File: src/host_pkg.sv
`default_nettype none

package host_pkg;

  // Sizing
  localparam int NUM_HARTS = 4;
  localparam int ADDR_W    = 20;
  localparam int DATA_W    = 64;
  localparam int HART_W    = 2;
  localparam int TRACE_W   = 11;
  localparam int EXIT_W    = 8;
  localparam int TAG_W     = 4;

  // Address map fields
  localparam int HART_LSB = 12;
  localparam int REG_W    = 4;

  typedef logic [HART_W-1:0]  hart_id_t;
  typedef logic [ADDR_W-1:0]  io_addr_t;
  typedef logic [DATA_W-1:0]  io_data_t;
  typedef logic [TRACE_W-1:0] trace_en_t;
  typedef logic [EXIT_W-1:0]  exit_code_t;
  typedef logic [TAG_W-1:0]   tag_t;

  // Everything outside hart bits 13:12 and register bits 3:0
  localparam io_addr_t ADDR_RSVD_MASK = io_addr_t'(20'hfcff0);

  typedef enum logic [0:0] {
    IO_READ  = 1'b0,
    IO_WRITE = 1'b1
  } io_op_e;

  typedef enum logic [REG_W-1:0] {
    REG_TRACE_EN = 4'd0,
    REG_FINISH   = 4'd1
  } host_reg_e;

  typedef struct packed {
    io_op_e   op;
    io_addr_t addr;
    tag_t     tag;
    io_data_t data;
  } io_cmd_t;

  typedef struct packed {
    io_op_e   op;
    tag_t     tag;
    logic     err;
    io_data_t data;
  } io_resp_t;

  // Decoded stage 1 request shared by all hart units
  typedef struct packed {
    logic      valid;
    io_op_e    op;
    host_reg_e reg_sel;
    hart_id_t  hart;
    tag_t      tag;
    logic      err;
    io_data_t  data;
  } hart_req_t;

  // Stage 2 result from one hart unit
  typedef struct packed {
    logic     valid;
    io_op_e   op;
    tag_t     tag;
    logic     err;
    io_data_t data;
  } hart_rslt_t;

endpackage

`default_nettype wire

File: src/host_cmd_decoder.sv
`timescale 1ns/1ns
`default_nettype none

module host_cmd_decoder
  (
    input  wire logic                clk_i,
    input  wire logic                reset_i,
    input  wire host_pkg::io_cmd_t   io_cmd_i,
    input  wire logic                io_cmd_v_i,
    input  wire logic                advance_i,
    output host_pkg::hart_req_t      req_o
  );

  logic [host_pkg::REG_W-1:0] reg_field;
  host_pkg::hart_id_t         hart_field;
  logic                       rsvd_hit;
  logic                       reg_ok;
  logic                       dec_err;
  host_pkg::hart_id_t         dec_hart;

  logic                       valid_r;
  host_pkg::io_op_e           op_r;
  host_pkg::host_reg_e        reg_sel_r;
  host_pkg::hart_id_t         hart_r;
  host_pkg::tag_t             tag_r;
  logic                       err_r;
  host_pkg::io_data_t         data_r;

  // Address fields
  assign reg_field  = io_cmd_i.addr[host_pkg::REG_W-1:0];
  assign hart_field = io_cmd_i.addr[host_pkg::HART_LSB +: host_pkg::HART_W];

  assign rsvd_hit = |(io_cmd_i.addr & host_pkg::ADDR_RSVD_MASK);

  always_comb
  begin
    case (reg_field)
      host_pkg::REG_TRACE_EN,
      host_pkg::REG_FINISH:
      begin
        reg_ok = 1'b1;
      end
      default:
      begin
        reg_ok = 1'b0;
      end
    endcase
  end

  assign dec_err = rsvd_hit | ~reg_ok;

  // Errored requests are steered to unit 0
  assign dec_hart = dec_err ? host_pkg::hart_id_t'(0) : hart_field;

  always_ff @(posedge clk_i)
  begin
    if (reset_i)
    begin
      valid_r <= 1'b0;
    end
    else if (advance_i)
    begin
      valid_r <= io_cmd_v_i;
    end
  end

  always_ff @(posedge clk_i)
  begin
    if (advance_i)
    begin
      op_r      <= io_cmd_i.op;
      reg_sel_r <= host_pkg::host_reg_e'(reg_field);
      hart_r    <= dec_hart;
      tag_r     <= io_cmd_i.tag;
      err_r     <= dec_err;
      data_r    <= io_cmd_i.data;
    end
  end

  always_comb
  begin
    req_o         = '0;
    req_o.valid   = valid_r;
    req_o.op      = op_r;
    req_o.reg_sel = reg_sel_r;
    req_o.hart    = hart_r;
    req_o.tag     = tag_r;
    req_o.err     = err_r;
    req_o.data    = data_r;
  end

endmodule

`default_nettype wire

File: src/host_hart_regs.sv
`timescale 1ns/1ns
`default_nettype none

module host_hart_regs
  (
    input  wire logic                clk_i,
    input  wire logic                reset_i,
    input  wire host_pkg::hart_id_t  hart_id_i,
    input  wire host_pkg::hart_req_t req_i,
    input  wire logic                advance_i,
    output host_pkg::hart_rslt_t     rslt_o,
    output host_pkg::trace_en_t      trace_en_o,
    output logic                     finish_o
  );

  logic                 sel;
  logic                 do_write;
  host_pkg::io_data_t   rd_data;

  host_pkg::trace_en_t  trace_r;
  logic                 finish_r;
  host_pkg::exit_code_t exit_r;

  logic                 rslt_v_r;
  host_pkg::io_op_e     rslt_op_r;
  host_pkg::tag_t       rslt_tag_r;
  logic                 rslt_err_r;
  host_pkg::io_data_t   rslt_data_r;

  // Only unit 0 ever matches an errored request
  assign sel      = req_i.valid && (req_i.hart == hart_id_i);
  assign do_write = sel && !req_i.err && (req_i.op == host_pkg::IO_WRITE);

  always_comb
  begin
    case (req_i.reg_sel)
      host_pkg::REG_TRACE_EN:
      begin
        rd_data = host_pkg::io_data_t'(trace_r);
      end
      host_pkg::REG_FINISH:
      begin
        // Exit code in 7:0, finish flag in bit 8
        rd_data = host_pkg::io_data_t'({finish_r, exit_r});
      end
      default:
      begin
        rd_data = '0;
      end
    endcase
  end

  always_ff @(posedge clk_i)
  begin
    if (reset_i)
    begin
      trace_r  <= '0;
      finish_r <= 1'b0;
      exit_r   <= '0;
    end
    else if (advance_i && do_write)
    begin
      case (req_i.reg_sel)
        host_pkg::REG_TRACE_EN:
        begin
          trace_r <= req_i.data[host_pkg::TRACE_W-1:0];
        end
        host_pkg::REG_FINISH:
        begin
          finish_r <= 1'b1;
          exit_r   <= req_i.data[host_pkg::EXIT_W-1:0];
        end
        default:
        begin
        end
      endcase
    end
  end

  always_ff @(posedge clk_i)
  begin
    if (reset_i)
    begin
      rslt_v_r <= 1'b0;
    end
    else if (advance_i)
    begin
      rslt_v_r <= sel;
    end
  end

  // Writes and errors return zero data
  always_ff @(posedge clk_i)
  begin
    if (advance_i)
    begin
      rslt_op_r   <= req_i.op;
      rslt_tag_r  <= req_i.tag;
      rslt_err_r  <= req_i.err;
      rslt_data_r <= (req_i.err || req_i.op == host_pkg::IO_WRITE) ? '0 : rd_data;
    end
  end

  always_comb
  begin
    rslt_o       = '0;
    rslt_o.valid = rslt_v_r;
    rslt_o.op    = rslt_op_r;
    rslt_o.tag   = rslt_tag_r;
    rslt_o.err   = rslt_err_r;
    rslt_o.data  = rslt_data_r;
  end

  assign trace_en_o = trace_r;
  assign finish_o   = finish_r;

endmodule

`default_nettype wire

File: src/host_resp_collector.sv
`timescale 1ns/1ns
`default_nettype none

module host_resp_collector
  (
    input  wire logic                                            clk_i,
    input  wire logic                                            reset_i,
    input  wire host_pkg::hart_rslt_t [host_pkg::NUM_HARTS-1:0]  rslt_i,
    input  wire logic [host_pkg::NUM_HARTS-1:0]                  finish_i,
    input  wire logic                                            io_resp_ready_i,
    output host_pkg::io_resp_t                                   io_resp_o,
    output logic                                                 io_resp_v_o,
    output logic                                                 advance_o,
    output logic                                                 all_done_o
  );

  host_pkg::hart_rslt_t sel_rslt;
  logic                 advance;

  logic                 resp_v_r;
  host_pkg::io_resp_t   resp_r;
  logic                 all_done_r;

  // At most one unit holds a valid result per cycle
  always_comb
  begin
    sel_rslt = '0;
    for (int i = 0; i < host_pkg::NUM_HARTS; i++)
    begin
      if (rslt_i[i].valid)
      begin
        sel_rslt = rslt_i[i];
      end
    end
  end

  // Pipeline moves when the output slot is empty or draining
  assign advance = ~resp_v_r | io_resp_ready_i;

  always_ff @(posedge clk_i)
  begin
    if (reset_i)
    begin
      resp_v_r <= 1'b0;
    end
    else if (advance)
    begin
      resp_v_r <= sel_rslt.valid;
    end
  end

  always_ff @(posedge clk_i)
  begin
    if (advance)
    begin
      resp_r.op   <= sel_rslt.op;
      resp_r.tag  <= sel_rslt.tag;
      resp_r.err  <= sel_rslt.err;
      resp_r.data <= sel_rslt.data;
    end
  end

  always_ff @(posedge clk_i)
  begin
    if (reset_i)
    begin
      all_done_r <= 1'b0;
    end
    else
    begin
      all_done_r <= &finish_i;
    end
  end

  assign io_resp_o   = resp_r;
  assign io_resp_v_o = resp_v_r;
  assign advance_o   = advance;
  assign all_done_o  = all_done_r;

endmodule

`default_nettype wire

File: src/io_host.sv
`timescale 1ns/1ns
`default_nettype none

module io_host
  (
    input  wire logic                                           clk_i,
    input  wire logic                                           reset_i,

    input  wire host_pkg::io_cmd_t                              io_cmd_i,
    input  wire logic                                           io_cmd_v_i,
    output logic                                                io_cmd_ready_o,

    output host_pkg::io_resp_t                                  io_resp_o,
    output logic                                                io_resp_v_o,
    input  wire logic                                           io_resp_ready_i,

    output host_pkg::trace_en_t [host_pkg::NUM_HARTS-1:0]       trace_en_o,
    output logic [host_pkg::NUM_HARTS-1:0]                      finish_o,
    output logic                                                all_done_o
  );

  host_pkg::hart_req_t                             req;
  host_pkg::hart_rslt_t [host_pkg::NUM_HARTS-1:0]  rslt;

  // io_cmd_ready_o doubles as the shared advance
  host_cmd_decoder u_decoder
    (
      .clk_i     (clk_i),
      .reset_i   (reset_i),
      .io_cmd_i  (io_cmd_i),
      .io_cmd_v_i(io_cmd_v_i),
      .advance_i (io_cmd_ready_o),
      .req_o     (req)
    );

  for (genvar i = 0; i < host_pkg::NUM_HARTS; i++)
  begin : g_hart
    host_hart_regs u_hart
      (
        .clk_i     (clk_i),
        .reset_i   (reset_i),
        .hart_id_i (host_pkg::hart_id_t'(i)),
        .req_i     (req),
        .advance_i (io_cmd_ready_o),
        .rslt_o    (rslt[i]),
        .trace_en_o(trace_en_o[i]),
        .finish_o  (finish_o[i])
      );
  end

  host_resp_collector u_collector
    (
      .clk_i          (clk_i),
      .reset_i        (reset_i),
      .rslt_i         (rslt),
      .finish_i       (finish_o),
      .io_resp_ready_i(io_resp_ready_i),
      .io_resp_o      (io_resp_o),
      .io_resp_v_o    (io_resp_v_o),
      .advance_o      (io_cmd_ready_o),
      .all_done_o     (all_done_o)
    );

endmodule

`default_nettype wire

File: config.mk
export PLATFORM = sky130hd
export DESIGN_NAME = io_host
export DESIGN_NICKNAME = d
export VERILOG_FILES = /design/src/host_pkg.sv /design/src/host_cmd_decoder.sv /design/src/host_hart_regs.sv /design/src/host_resp_collector.sv /design/src/io_host.sv
export SDC_FILE = /design/constraint.sdc
export NUM_CORES = 1
export LEC_CHECK = 0
export ABC_CLOCK_PERIOD_IN_PS = 7600
export BUFFER_PORTS_ARGS = -buffer_cell sky130_fd_sc_hd__buf_2
export CORE_UTILIZATION = 45
export DETAILED_ROUTE_END_ITERATION = 8
export GPL_ROUTABILITY_DRIVEN = 0
export PLACE_DENSITY = 0.75
export SETUP_SLACK_MARGIN = 0.1
export SYNTH_ARGS = -nofsm -noshare
export SYNTH_HDL_FRONTEND = slang
export SYNTH_HIERARCHICAL = 1
export SYNTH_SLANG_ARGS = --single-unit
File: constraint.sdc
create_clock -name clk_i -period 7.6 [get_ports clk_i]
set_clock_uncertainty 0.2 [all_clocks]
set_input_delay 0.76 -clock clk_i [delete_from_list [all_inputs] [get_ports clk_i]]
set_output_delay 0.76 -clock clk_i [all_outputs]
set_load 0.05 [all_outputs]
Word level (Yosys, flattened, before mapping):

Index checks and enable logic that the tools add are counted.

* bits in registers: 442
* input bits: 93
* output and inout port bits: 121
* logic and storage cells: 86

* equality and inequality tests: 5
* mux-type cells: 9
* bitwise operators: 4
* reduce and logical (&&, ||, !) cells: 32

Operators by type and width (number)
* two-way mux 71 bit: 4
* one-hot mux 11 bit (2 select lines): 4
* logical AND 1 bit: 16
* AND reduction 2 bit: 8
* OR reduction 14 bit: 1
* equality test 4 x 1 -> 1 bit, second input constant: 2
* zero test 4 bit: 2
* equality test 2 bit, second input constant: 2
* AND reduction 4 bit: 1
* equality test 2 x 1 -> 1 bit, second input constant: 1
* zero test 2 bit: 1
* NOT 1 bit: 2
* bitwise OR 1 bit: 2
* OR reduction 2 bit: 1
* zero test 1 bit: 1
* logical OR 1 bit: 1
* two-way mux 1 bit: 1

Logic depth before layout (Yosys ltp):

Gate-level depths: netlist of run 1.

* depth in word-level cells: 6
* gate-level depth with buffers: 8
* mapped depth without buffers: 4

Modules after synthesis:

Netlist of run 1, hierarchy kept.

Modules (own cells, without submodules)
* host_hart_regs: times used 4, cells an instance 187, area each 2018.2 um2, sequential area each 930.9 um2
* host_resp_collector: times used 1, cells an instance 331, area each 3822.4 um2, sequential area each 2142.1 um2
* host_cmd_decoder: times used 1, cells an instance 91, area each 2397.3 um2, sequential area each 2302.2 um2
* io_host: times used 1, cells an instance 2, area each 7.5 um2, sequential area each 0.0 um2

Least setup slack after synthesis of run 1:

No wires, ideal clock.

* path type: input to register
* from: in io_resp_ready_i
* to: reg g_hart[0].u_hart.trace_r[10]
* setup time: 0.072 ns
* arrival: 7.792 ns
* data required time: 7.328 ns
* path slack: -0.464 ns
* stages on the path: 5
* buffers on the path: 1
* cells stage by stage: nand2b_1 and4b_1 and4_4 buf_8 mux2i_1

* cells in the longest elaborated chain, start to end: 3

RTL lines
* from (decl): RTL line io_host.sv:15 `input wire logic io_resp_ready_i,`
* bitwise OR 1 bit: RTL line host_resp_collector.sv:38 `assign advance = ~resp_v_r | io_resp_ready_i;`
* logical AND 1 bit: RTL line host_hart_regs.sv:61 `else if (advance_i && do_write)`
* AND reduction 2 bit (no line)
* to (signal assigned): RTL line host_hart_regs.sv:66 `trace_r <= req_i.data[host_pkg::TRACE_W-1:0];`
* to (decl): RTL line host_hart_regs.sv:20 `host_pkg::trace_en_t trace_r;`

No other way between the ends.
A chain may end at the register's enable or synchronous reset.

Worst setup path after layout of run 1:

* from: reg u_collector.resp_v_r, in the netlist u_collector/io_resp_v_o
* to: out io_cmd_ready_o

* cells in the longest elaborated chain, start to end: 2

RTL lines
* from (decl): RTL line host_resp_collector.sv:20 `logic resp_v_r;`
* from (signal assigned): RTL line host_resp_collector.sv:48 `resp_v_r <= sel_rslt.valid;`
* NOT 1 bit: RTL line host_resp_collector.sv:38
* bitwise OR 1 bit: RTL line host_resp_collector.sv:38
* to (decl): RTL line io_host.sv:11 `output logic io_cmd_ready_o,`

No other way between the ends.

==> results_dict.tcl, run 1 <==
set metrics [dict create \
    post_cts_buffers 0 \
    p_seq_share_pct 47.6 \
    netSwitchingPower_w 0.000821 \
    initial_core_util_pct 45.7 \
    cp_slowest_cell "nand2b_4" \
    place_area_um2 12800 \
    run_status "finished clean" \
    leakage_nw 5.61 \
    p_comb_share_pct 8.9 \
    grt_pass1_vias 7495 \
    cts_tree "done" \
    wirelength_um 26700 \
    final_cell_area_um2 13700 \
    finalCritPeriodShare_pct 38.6 \
    antenna_cells 0 \
    worst_pin_slew_ns 1.18 \
    post_synth.cell_area_avg_um2 11.4 \
    crit_path_end_kind "output pin" \
    ir_drop_v 0.000168 \
    htree_levels 1 \
    insertion_delay_ns 0.56 \
    hold_viol 0 \
    crit_arrival_ns 1.98 \
    worst_ep_required_time_ns 6.64 \
    whs_ns 0.167 \
    power.density_nw_per_um2 235 \
    vias 8012 \
    grt_max_degree 132 \
    drt_iter0_drc 610 \
    boundaryPins 214 \
    dp_hpwl_um 17000 \
    clk_pin_slew_ns 0.06 \
    drt-wirelength-per-cell_um 16.4 \
    drt_pass1_iterations 5 \
    die-area_um2 28900 \
    drc_errors 0 \
    fin_crit_ns 2.94 \
    maxCapViolations 0 \
    dieHeight_um 170 \
    tns_ns 0 \
    crit_fanout 69 \
    clock_tree.root_cell "clkbuf_16" \
    cts_made_buffers 28 \
    track_usage_pct 18.3 \
    cpPeakStageDelay_ns 0.63 \
    max_freq_ghz 0.341 \
    cp-start-kind "flip-flop" \
    viasPerCell 4.90 \
    antenna_found_initial 0 \
    clkSinkCount 248 \
    die_x_um 170 \
    area_growth_pct 8.19 \
    path_class "reg2out" \
    ctsHoldBuffers 0 \
    core_area_um2 27800 \
    path_cells "nand2b_4 > buf_2" \
    layout-drive-gt1-share_pct 20.8 \
    port-buffer-count 160 \
    drv_slew 0 \
    final-setup-viol-count 0 \
    synth_cells 1119 \
    p_clk_share_pct 43.5 \
    ff2ff_setup_slack_ns 4.69 \
    fp-row-count 61 \
    grt-ovfl-total 0 \
    netlist_area_um2 12700 \
    cts.path.max_buffers 3 \
    yosys_warnings 6 \
    max-slew-margin-rel_pct 21.1 \
    rsz0062_at_grt "false" \
    nNetsFinal 1328 \
    ctsResizeCount 0 \
    hp-class "in2reg" \
    internal_power_w 0.00241 \
    sw_frac_of_total_pct 25.4 \
    antenna_left 0 \
    grt_pass1_wl_um 41000 \
]
worst max-delay path, delay by kind of cell (launching register included):
family | cells | cell delay (ns)
buffers and inverters | 1 | 0.40
DFF | 1 | 0.34
and+or+nand+nor | 1 | 0.63
path summary, 6_finish.rpt:
path / from / to / cells after the start
setup reg to reg: u_collector/io_resp_v_o$_SDFFE_PP0P_ / g_hart[0].u_hart/exit_r[0]$_SDFFE_PP0P_ / 5
hold reg to reg: g_hart[2].u_hart/exit_r[3]$_SDFFE_PP0P_ / g_hart[2].u_hart/exit_r[3]$_SDFFE_PP0P_ / 2
hold / removal: io_cmd_i[4] / u_decoder/data_r[4]$_DFFE_PP_ / 1
setup / recovery: u_collector/io_resp_v_o$_SDFFE_PP0P_ / io_cmd_ready_o / 2
power groups by stage:
stage	clock (W)	combinational, W	sequential, W
global placement	0	0.000282	0.00156
finish	0.00140	0.000288	0.00154
detailed placement	0	0.000285	0.00156
global route	0.00149	0.000309	0.00154
floorplan	0	0.000183	0.00168
CTS	0.00143	0.000286	0.00154
placed cells by master, fill, tap and decap left out, types with 4 or more instances in the layout:
master and count:
buf_2 160, nor4_2 4, a21oi_1 66, and4b_1 4
clkbuf_1 5, clkbuf_16 29, and4_4 4, nor2_1 44
conb_1 220, buf_4 9, nor4b_2 4, nand4_1 6
xnor2_1 8, inv_1 5, mux2i_1 77, nand2b_1 124
edfxtp_1 161, a21oi_2 10, a22oi_1 95, o22ai_1 69
a22oi_2 10, nand4_2 4, or2_2 5, and4_1 4
and3_1 8, dfxtp_1 86
stage by stage:
| step | setup WS (ns) | total power [W] | instances | utilization [%] |
|---|---|---|---|---|
| after floorplan | 0.911 | 0.00186 | 1333 | - |
| after global placement | 4.25 | 0.00184 | 1583 | 46.0 |
| after detailed placement | 4.19 | 0.00185 | 1583 | 46.0 |
| after CTS | 4.62 | 0.00325 | 1635 | 49.5 |
| after global routing | 4.52 | 0.00333 | 1635 | 49.5 |
| final | 4.66 | 0.00323 | 1635 | 49.5 |
metal layers:
| metal | track usage [%] | wire [µm] | up-vias |
|---|---|---|---|
| met5 | 0 | 0 | - |
| met1 | 23.8 | 11500 | 3795 |
| met2 | 30.3 | 12700 | 292 |
| met3 | 3.26 | 1720 | 51 |
| li1 | - | - | 3874 |
| met4 | 6.78 | 784 | 0 |
registers in the layout, summed over array words and instances, names as in the netlist, 11 cells and up:
signal                     cells
g_hart.u_hart/trace_en_o      44
u_decoder/data_r              11
g_hart.u_hart/rslt_data_r     44
u_collector/io_resp_o         70
g_hart.u_hart/exit_r          32
g_hart.u_hart/rslt_tag_r      16
layout make-up:
type                    instances  area [µm²]
fillers                      2517       14000
flip-flops and latches        248        6580
multi-input cells             782        4830
repair buffers                169         868
clock buffers                  37         786
well taps                     378         473
clock inverters                15         191
inverters                       6        22.5
Power figures use the tool's default switching activity.
==> inputs of run 2 (changes only) <==
--- a/config.mk
+++ b/config.mk
@@ -5,12 +5,13 @@
 export SDC_FILE = /design/constraint.sdc
 export NUM_CORES = 1
 export LEC_CHECK = 0
-export ABC_CLOCK_PERIOD_IN_PS = 7600
+export ABC_AREA = 1
+export ABC_CLOCK_PERIOD_IN_PS = 2500
 export BUFFER_PORTS_ARGS = -buffer_cell sky130_fd_sc_hd__buf_2
 export CORE_UTILIZATION = 45
 export DETAILED_ROUTE_END_ITERATION = 8
 export GPL_ROUTABILITY_DRIVEN = 0
-export PLACE_DENSITY = 0.75
+export PLACE_DENSITY = 0.74
 export SETUP_SLACK_MARGIN = 0.1
 export SYNTH_ARGS = -nofsm -noshare
 export SYNTH_HDL_FRONTEND = slang
==> constraint.sdc (replaced) <==
create_clock -name clk_i -period 2.5 [get_ports clk_i]
set_clock_uncertainty 0.2 [all_clocks]
set_input_delay 0.25 -clock clk_i [delete_from_list [all_inputs] [get_ports clk_i]]
set_output_delay 0.25 -clock clk_i [all_outputs]
set_load 0.05 [all_outputs]
==> results_dict.tcl, run 2 <==
set metrics [dict create \
    run_status "finished clean" \
    clk_pin_slew_ns 0.06 \
    drt-wirelength-per-cell_um 12.3 \
    drv_slew 0 \
    tns_ns 0 \
    antenna_found_initial 0 \
    initial_core_util_pct 46.3 \
    nNetsFinal 2171 \
    finalCritPeriodShare_pct 86.1 \
    antenna_cells 0 \
    final-setup-viol-count 0 \
    hp-class "in2reg" \
    fp-row-count 66 \
    p_seq_share_pct 48.6 \
    core_area_um2 32900 \
    cpPeakStageDelay_ns 0.59 \
    wirelength_um 31200 \
    grt_pass1_wl_um 49300 \
    cp_num_buf_inv 4 \
    final.fill_count 3133 \
    viasPerCell 4.36 \
    layout-drive-gt1-share_pct 17.7 \
    whs_ns 0.101 \
    port-buffer-count 160 \
    setup_slack_ns 0.348 \
    path_cells "dlygate4sd3_1 > buf_2 > nor3_4 > dlygate4sd3_1 > nand3_2 > nor2_1 > dlygate4sd3_1" \
    crit_arrival_ns 2.38 \
    final_util_pct 50.1 \
    max-slew-margin-rel_pct 49.6 \
    area_growth_pct 8.26 \
    preCtsSetupSlack_ns 0.486 \
    rr_endpoint "g_hart[3].u_hart/trace_en_o[3]$_SDFFE_PP0P_" \
    finalPower_w 0.00956 \
    p_comb_share_pct 10.5 \
    grt-ovfl-total 0 \
    cp-start-kind "input pin" \
    leakage_nw 8.04 \
    clock_tree.root_cell "clkbuf_16" \
    holdPathEnd "g_hart[1].u_hart/rslt_data_r[8]$_SDFFCE_PP0P_" \
    path_class "in2reg" \
    final_common_cell "nand2_1" \
    drt_iter0_drc 617 \
    grt_max_degree 104 \
    worst_ep_required_time_ns 2.72 \
    grtUsageMet3_pct 2.70 \
    ir_drop_v 0.000617 \
    holdPathStages 3 \
    largest_reg_flops 70 \
    critical-path-top-delay-family "buffers and inverters" \
    maxCapViolations 0 \
    max_freq_ghz 0.465 \
    track_usage_pct 18.2 \
    boundaryPins 214 \
    crit_path_end_kind "flip-flop" \
    clkSinkCount 248 \
    htree_levels 1 \
    cts.path.max_buffers 3 \
    busiest_layer "met2" \
    die_x_um 186 \
    dp_hpwl_um 20400 \
    netlist_area_um2 15200 \
    path_common_cell "dlygate4sd3_1" \
    dieHeight_um 186 \
    ctsResizeCount 0 \
    vias 11100 \
    fin_crit_ns 2.15 \
    netSwitchingPower_w 0.00246 \
    drc_errors 0 \
    internal_power_w 0.00710 \
    use_met2_pct 30.6 \
    yosys_warnings 6 \
    crit_fanout 3 \
    antenna_left 0 \
    grt_pass1_vias 9922 \
    hold_viol 0 \
    sw_frac_of_total_pct 25.7 \
    ff2ff_setup_slack_ns 0.46 \
    insertion_delay_ns 0.55 \
    post_synth.cell_area_avg_um2 7.87 \
    cts_made_buffers 27 \
    cp_slowest_cell "dlygate4sd3_1" \
    p_clk_share_pct 40.9 \
    use_met1_pct 23.0 \
    rsz0062_at_grt "false" \
    hold_start "io_resp_ready_i" \
    cts_tree "done" \
    die-area_um2 34500 \
    synth_cells 1931 \
    power.density_nw_per_um2 581 \
    drt_pass1_iterations 5 \
    layout_common_cells "nand2_1, inv_1, conb_1" \
    reg2reg_from "u_decoder/op_r$_DFFE_PP_" \
    worst_pin_slew_ns 0.756 \
    r2r_cells 6 \
]
==> run 2: worst reg2reg max path: stages, from the launching register on <==
cell      delay (ns)
edfxtp_1        0.71
inv_1           0.12
nor2_2          0.30
nand4_2         0.36
nand2_1         0.17
inv_1           0.05
nor2_1          0.09
==> run 2: final cells by class <==
cell class	count	area [µm²]	share of cell area (%)
Tap cell	442	553	3.36
Clock inverter	17	174	1.06
Multi-Input combinational cell	1259	5870	35.6
Inverter	328	1230	7.50
Timing Repair Buffer	214	1340	8.16
Sequential cell	248	6590	40.0
Clock buffer	30	697	4.23
==> run 2: timing repair <==
item	CTS	global route
endpoints found under the hold margin	34	0
setup buffers	0	0
hold buffers	30	0
==> run 2: routing by layer <==
| metal | wire, µm | part of all wire, % |
|---|---|---|
| met5 | 0 | 0 |
| met4 | 1410 | 4.5 |
| met3 | 1720 | 5.5 |
| met2 | 14400 | 46 |
| met1 | 13600 | 44 |
==> run 2: how the worst max path moves through the flow <==
stage                                               startpoint                                           to  slack (ns)  cells past startpoint
final                                             io_cmd_i[74]            u_decoder/hart_r[0]$_SDFFCE_PP0P_        0.35                      7
after global routing                  u_decoder/op_r$_DFFE_PP_  g_hart[3].u_hart/trace_en_o[4]$_SDFFE_PP0P_        0.30                      6
after CTS                                         io_cmd_i[74]                    u_decoder/err_r$_DFFE_PP_        0.42                      6
after detailed placement              u_decoder/op_r$_DFFE_PP_  g_hart[3].u_hart/trace_en_o[5]$_SDFFE_PP0P_        0.49                      6
after global placement                u_decoder/op_r$_DFFE_PP_  g_hart[3].u_hart/trace_en_o[5]$_SDFFE_PP0P_        0.59                      6
after floorplan           u_collector/io_resp_v_o$_SDFFE_PP0P_  g_hart[0].u_hart/trace_en_o[9]$_SDFFE_PP0P_        0.24                      8
==> run 2: per-stage QoR <==
step           instance area (µm²)  std cells
2_1_floorplan                16100       2157
3_3_place_gp                 15300       2461
3_5_place_dp                 15300       2461
4_1_cts                      16500       2538
5_1_grt                      16500       2538
6_report                     16500       2538
==> run 2: power groups by stage <==
stage | clock network [W] | logic [W] | registers [W]
CTS | 0.00400 | 0.000999 | 0.00465
detailed placement | 0 | 0.000966 | 0.00473
finish | 0.00390 | 0.00101 | 0.00465
floorplan | 0 | 0.000709 | 0.00502
global placement | 0 | 0.000952 | 0.00473
global route | 0.00416 | 0.00111 | 0.00466
==> inputs of run 3 (changes only) <==
--- a/config.mk
+++ b/config.mk
@@ -5,13 +5,12 @@
 export SDC_FILE = /design/constraint.sdc
 export NUM_CORES = 1
 export LEC_CHECK = 0
-export ABC_AREA = 1
 export ABC_CLOCK_PERIOD_IN_PS = 2500
 export BUFFER_PORTS_ARGS = -buffer_cell sky130_fd_sc_hd__buf_2
 export CORE_UTILIZATION = 45
 export DETAILED_ROUTE_END_ITERATION = 8
 export GPL_ROUTABILITY_DRIVEN = 0
-export PLACE_DENSITY = 0.74
+export PLACE_DENSITY = 0.75
 export SETUP_SLACK_MARGIN = 0.1
 export SYNTH_ARGS = -nofsm -noshare
 export SYNTH_HDL_FRONTEND = slang
==> results_dict.tcl, run 3 (synthesis gave the netlist of run 1 again) <==
set metrics [dict create \
    max-slew-margin-rel_pct 60.2 \
    port-buffer-count 160 \
    clock_tree.root_cell "clkbuf_16" \
    drv_slew 0 \
    max_freq_ghz 0.439 \
    internal_power_w 0.00703 \
    drt_pass1_iterations 5 \
    worst_ep_required_time_ns 2.58 \
    htree_levels 1 \
    antenna_cells 0 \
    die-area_um2 28900 \
    antenna_found_initial 0 \
    rsz0062_at_grt "false" \
    insertion_delay_ns 0.54 \
    grt_pass1_wl_um 41600 \
    antenna_left 0 \
    dieHeight_um 170 \
    fp-row-count 61 \
    area_growth_pct 11.2 \
    clkSinkCount 248 \
    drc_errors 0 \
    largest_reg_flops 70 \
    boundaryPins 214 \
    finalCritPeriodShare_pct 91.0 \
    layout-drive-gt1-share_pct 21.3 \
    hp-class "in2reg" \
    fin_crit_ns 2.28 \
    initial_core_util_pct 45.7 \
    netSwitchingPower_w 0.00241 \
    core_area_um2 27800 \
    track_usage_pct 18.4 \
    cts.path.max_buffers 3 \
    leakage_nw 5.78 \
    cts_tree "done" \
    regArea_um2 6580 \
    final.fill_count 2522 \
    dp_hpwl_um 17400 \
    die_x_um 170 \
    hold_viol 0 \
    clk_pin_slew_ns 0.06 \
    finalPower_w 0.00944 \
    maxCapViolations 0 \
    crit_arrival_ns 2.36 \
    drt-wirelength-per-cell_um 15.9 \
    path_class "in2reg" \
    grt_max_degree 77 \
    p_seq_share_pct 49.4 \
    final_common_cell "conb_1" \
    cts_made_buffers 27 \
    wirelength_um 26600 \
    crit_path_end_kind "flip-flop" \
    final-setup-viol-count 0 \
    p_clk_share_pct 40.8 \
    ff2ff_setup_slack_ns 0.45 \
    power.density_nw_per_um2 668 \
    p_comb_share_pct 9.8 \
    viasPerCell 4.85 \
    vias 8144 \
    cp-start-kind "input pin" \
    grt-ovfl-total 0 \
    crit_fanout 3 \
    ctsResizeCount 0 \
    multi_input_area_um2 4830 \
    run_status "finished clean" \
    layout_common_cells "conb_1, edfxtp_1, buf_2" \
    tns_ns 0 \
    worst_pin_slew_ns 0.596 \
    nNetsFinal 1372 \
    ir_drop_v 0.000587 \
    drt_iter0_drc 557 \
    sw_frac_of_total_pct 25.6 \
    grt_pass1_vias 7792 \
]
run 3: cell type report:
cell class / instances / share of cell area, %
inverter: 6 / 0.159
clock inverter: 13 / 0.779
sequential: 248 / 46.6
multi-input combinational: 782 / 34.2
timing repair buffer: 214 / 9.60
clock buffer: 37 / 5.33
tap: 378 / 3.35
run 3: stage by stage:
| stage | worst slack (ns) | cells | util [%] | area (µm²) | hold slack, ns |
|---|---|---|---|---|---|
| finish | 0.225 | 1678 | 50.9 | 14100 | 0.101 |
| CTS | 0.284 | 1678 | 50.9 | 14100 | 0.0934 |
| global placement | 0.547 | 1598 | 46.7 | 13000 | 0.226 |
| global route | 0.163 | 1678 | 50.9 | 14100 | 0.114 |
| detailed placement | 0.482 | 1598 | 46.7 | 13000 | 0.228 |
| floorplan | -0.420 | 1333 | - | 13500 | 0.110 |
run 3: what timing repair did:
item	in CTS	in global routing
endpoints found under the setup margin	0	0
hold buffers	30	0
endpoints found under the hold margin	26	0
setup buffers	0	0
run 3: critical path: stages:
cell and delay, ns:
dlygate4sd3_1 0.54, buf_2 0.14, nor4_1 0.32, nand4_1 0.20, dlygate4sd3_1 0.59, or3_1 0.32
run 3: per-layer routing:
layer	track usage, %	share of wire [%]	vias to the layer above
li1	-	-	3952
met1	23.8	43	3873
met2	31.3	48	262
met3	3.00	5.6	57
met4	5.80	3.0	0
met5	0	0	-
run 3: power groups by stage:
stage               clock [W]  sequential, W  combinational, W
finish                0.00385        0.00467          0.000929
global route          0.00409        0.00468          0.000997
CTS                   0.00392        0.00467          0.000921
detailed placement          0        0.00475          0.000888
global placement            0        0.00475          0.000877
floorplan                   0        0.00509          0.000555
run 3: path summary, 6_finish.rpt:
path	end	startpoint	cells after the start
max	u_decoder/err_r$_DFFE_PP_	io_cmd_i[69]	6
min	g_hart[0].u_hart/rslt_data_r[5]$_SDFFCE_PP0P_	io_resp_ready_i	2
max reg2reg	g_hart[0].u_hart/exit_r[3]$_SDFFE_PP0P_	u_decoder/reg_sel_r[1]$_DFFE_PP_	4
min reg2reg	g_hart[2].u_hart/exit_r[4]$_SDFFE_PP0P_	g_hart[2].u_hart/exit_r[4]$_SDFFE_PP0P_	2
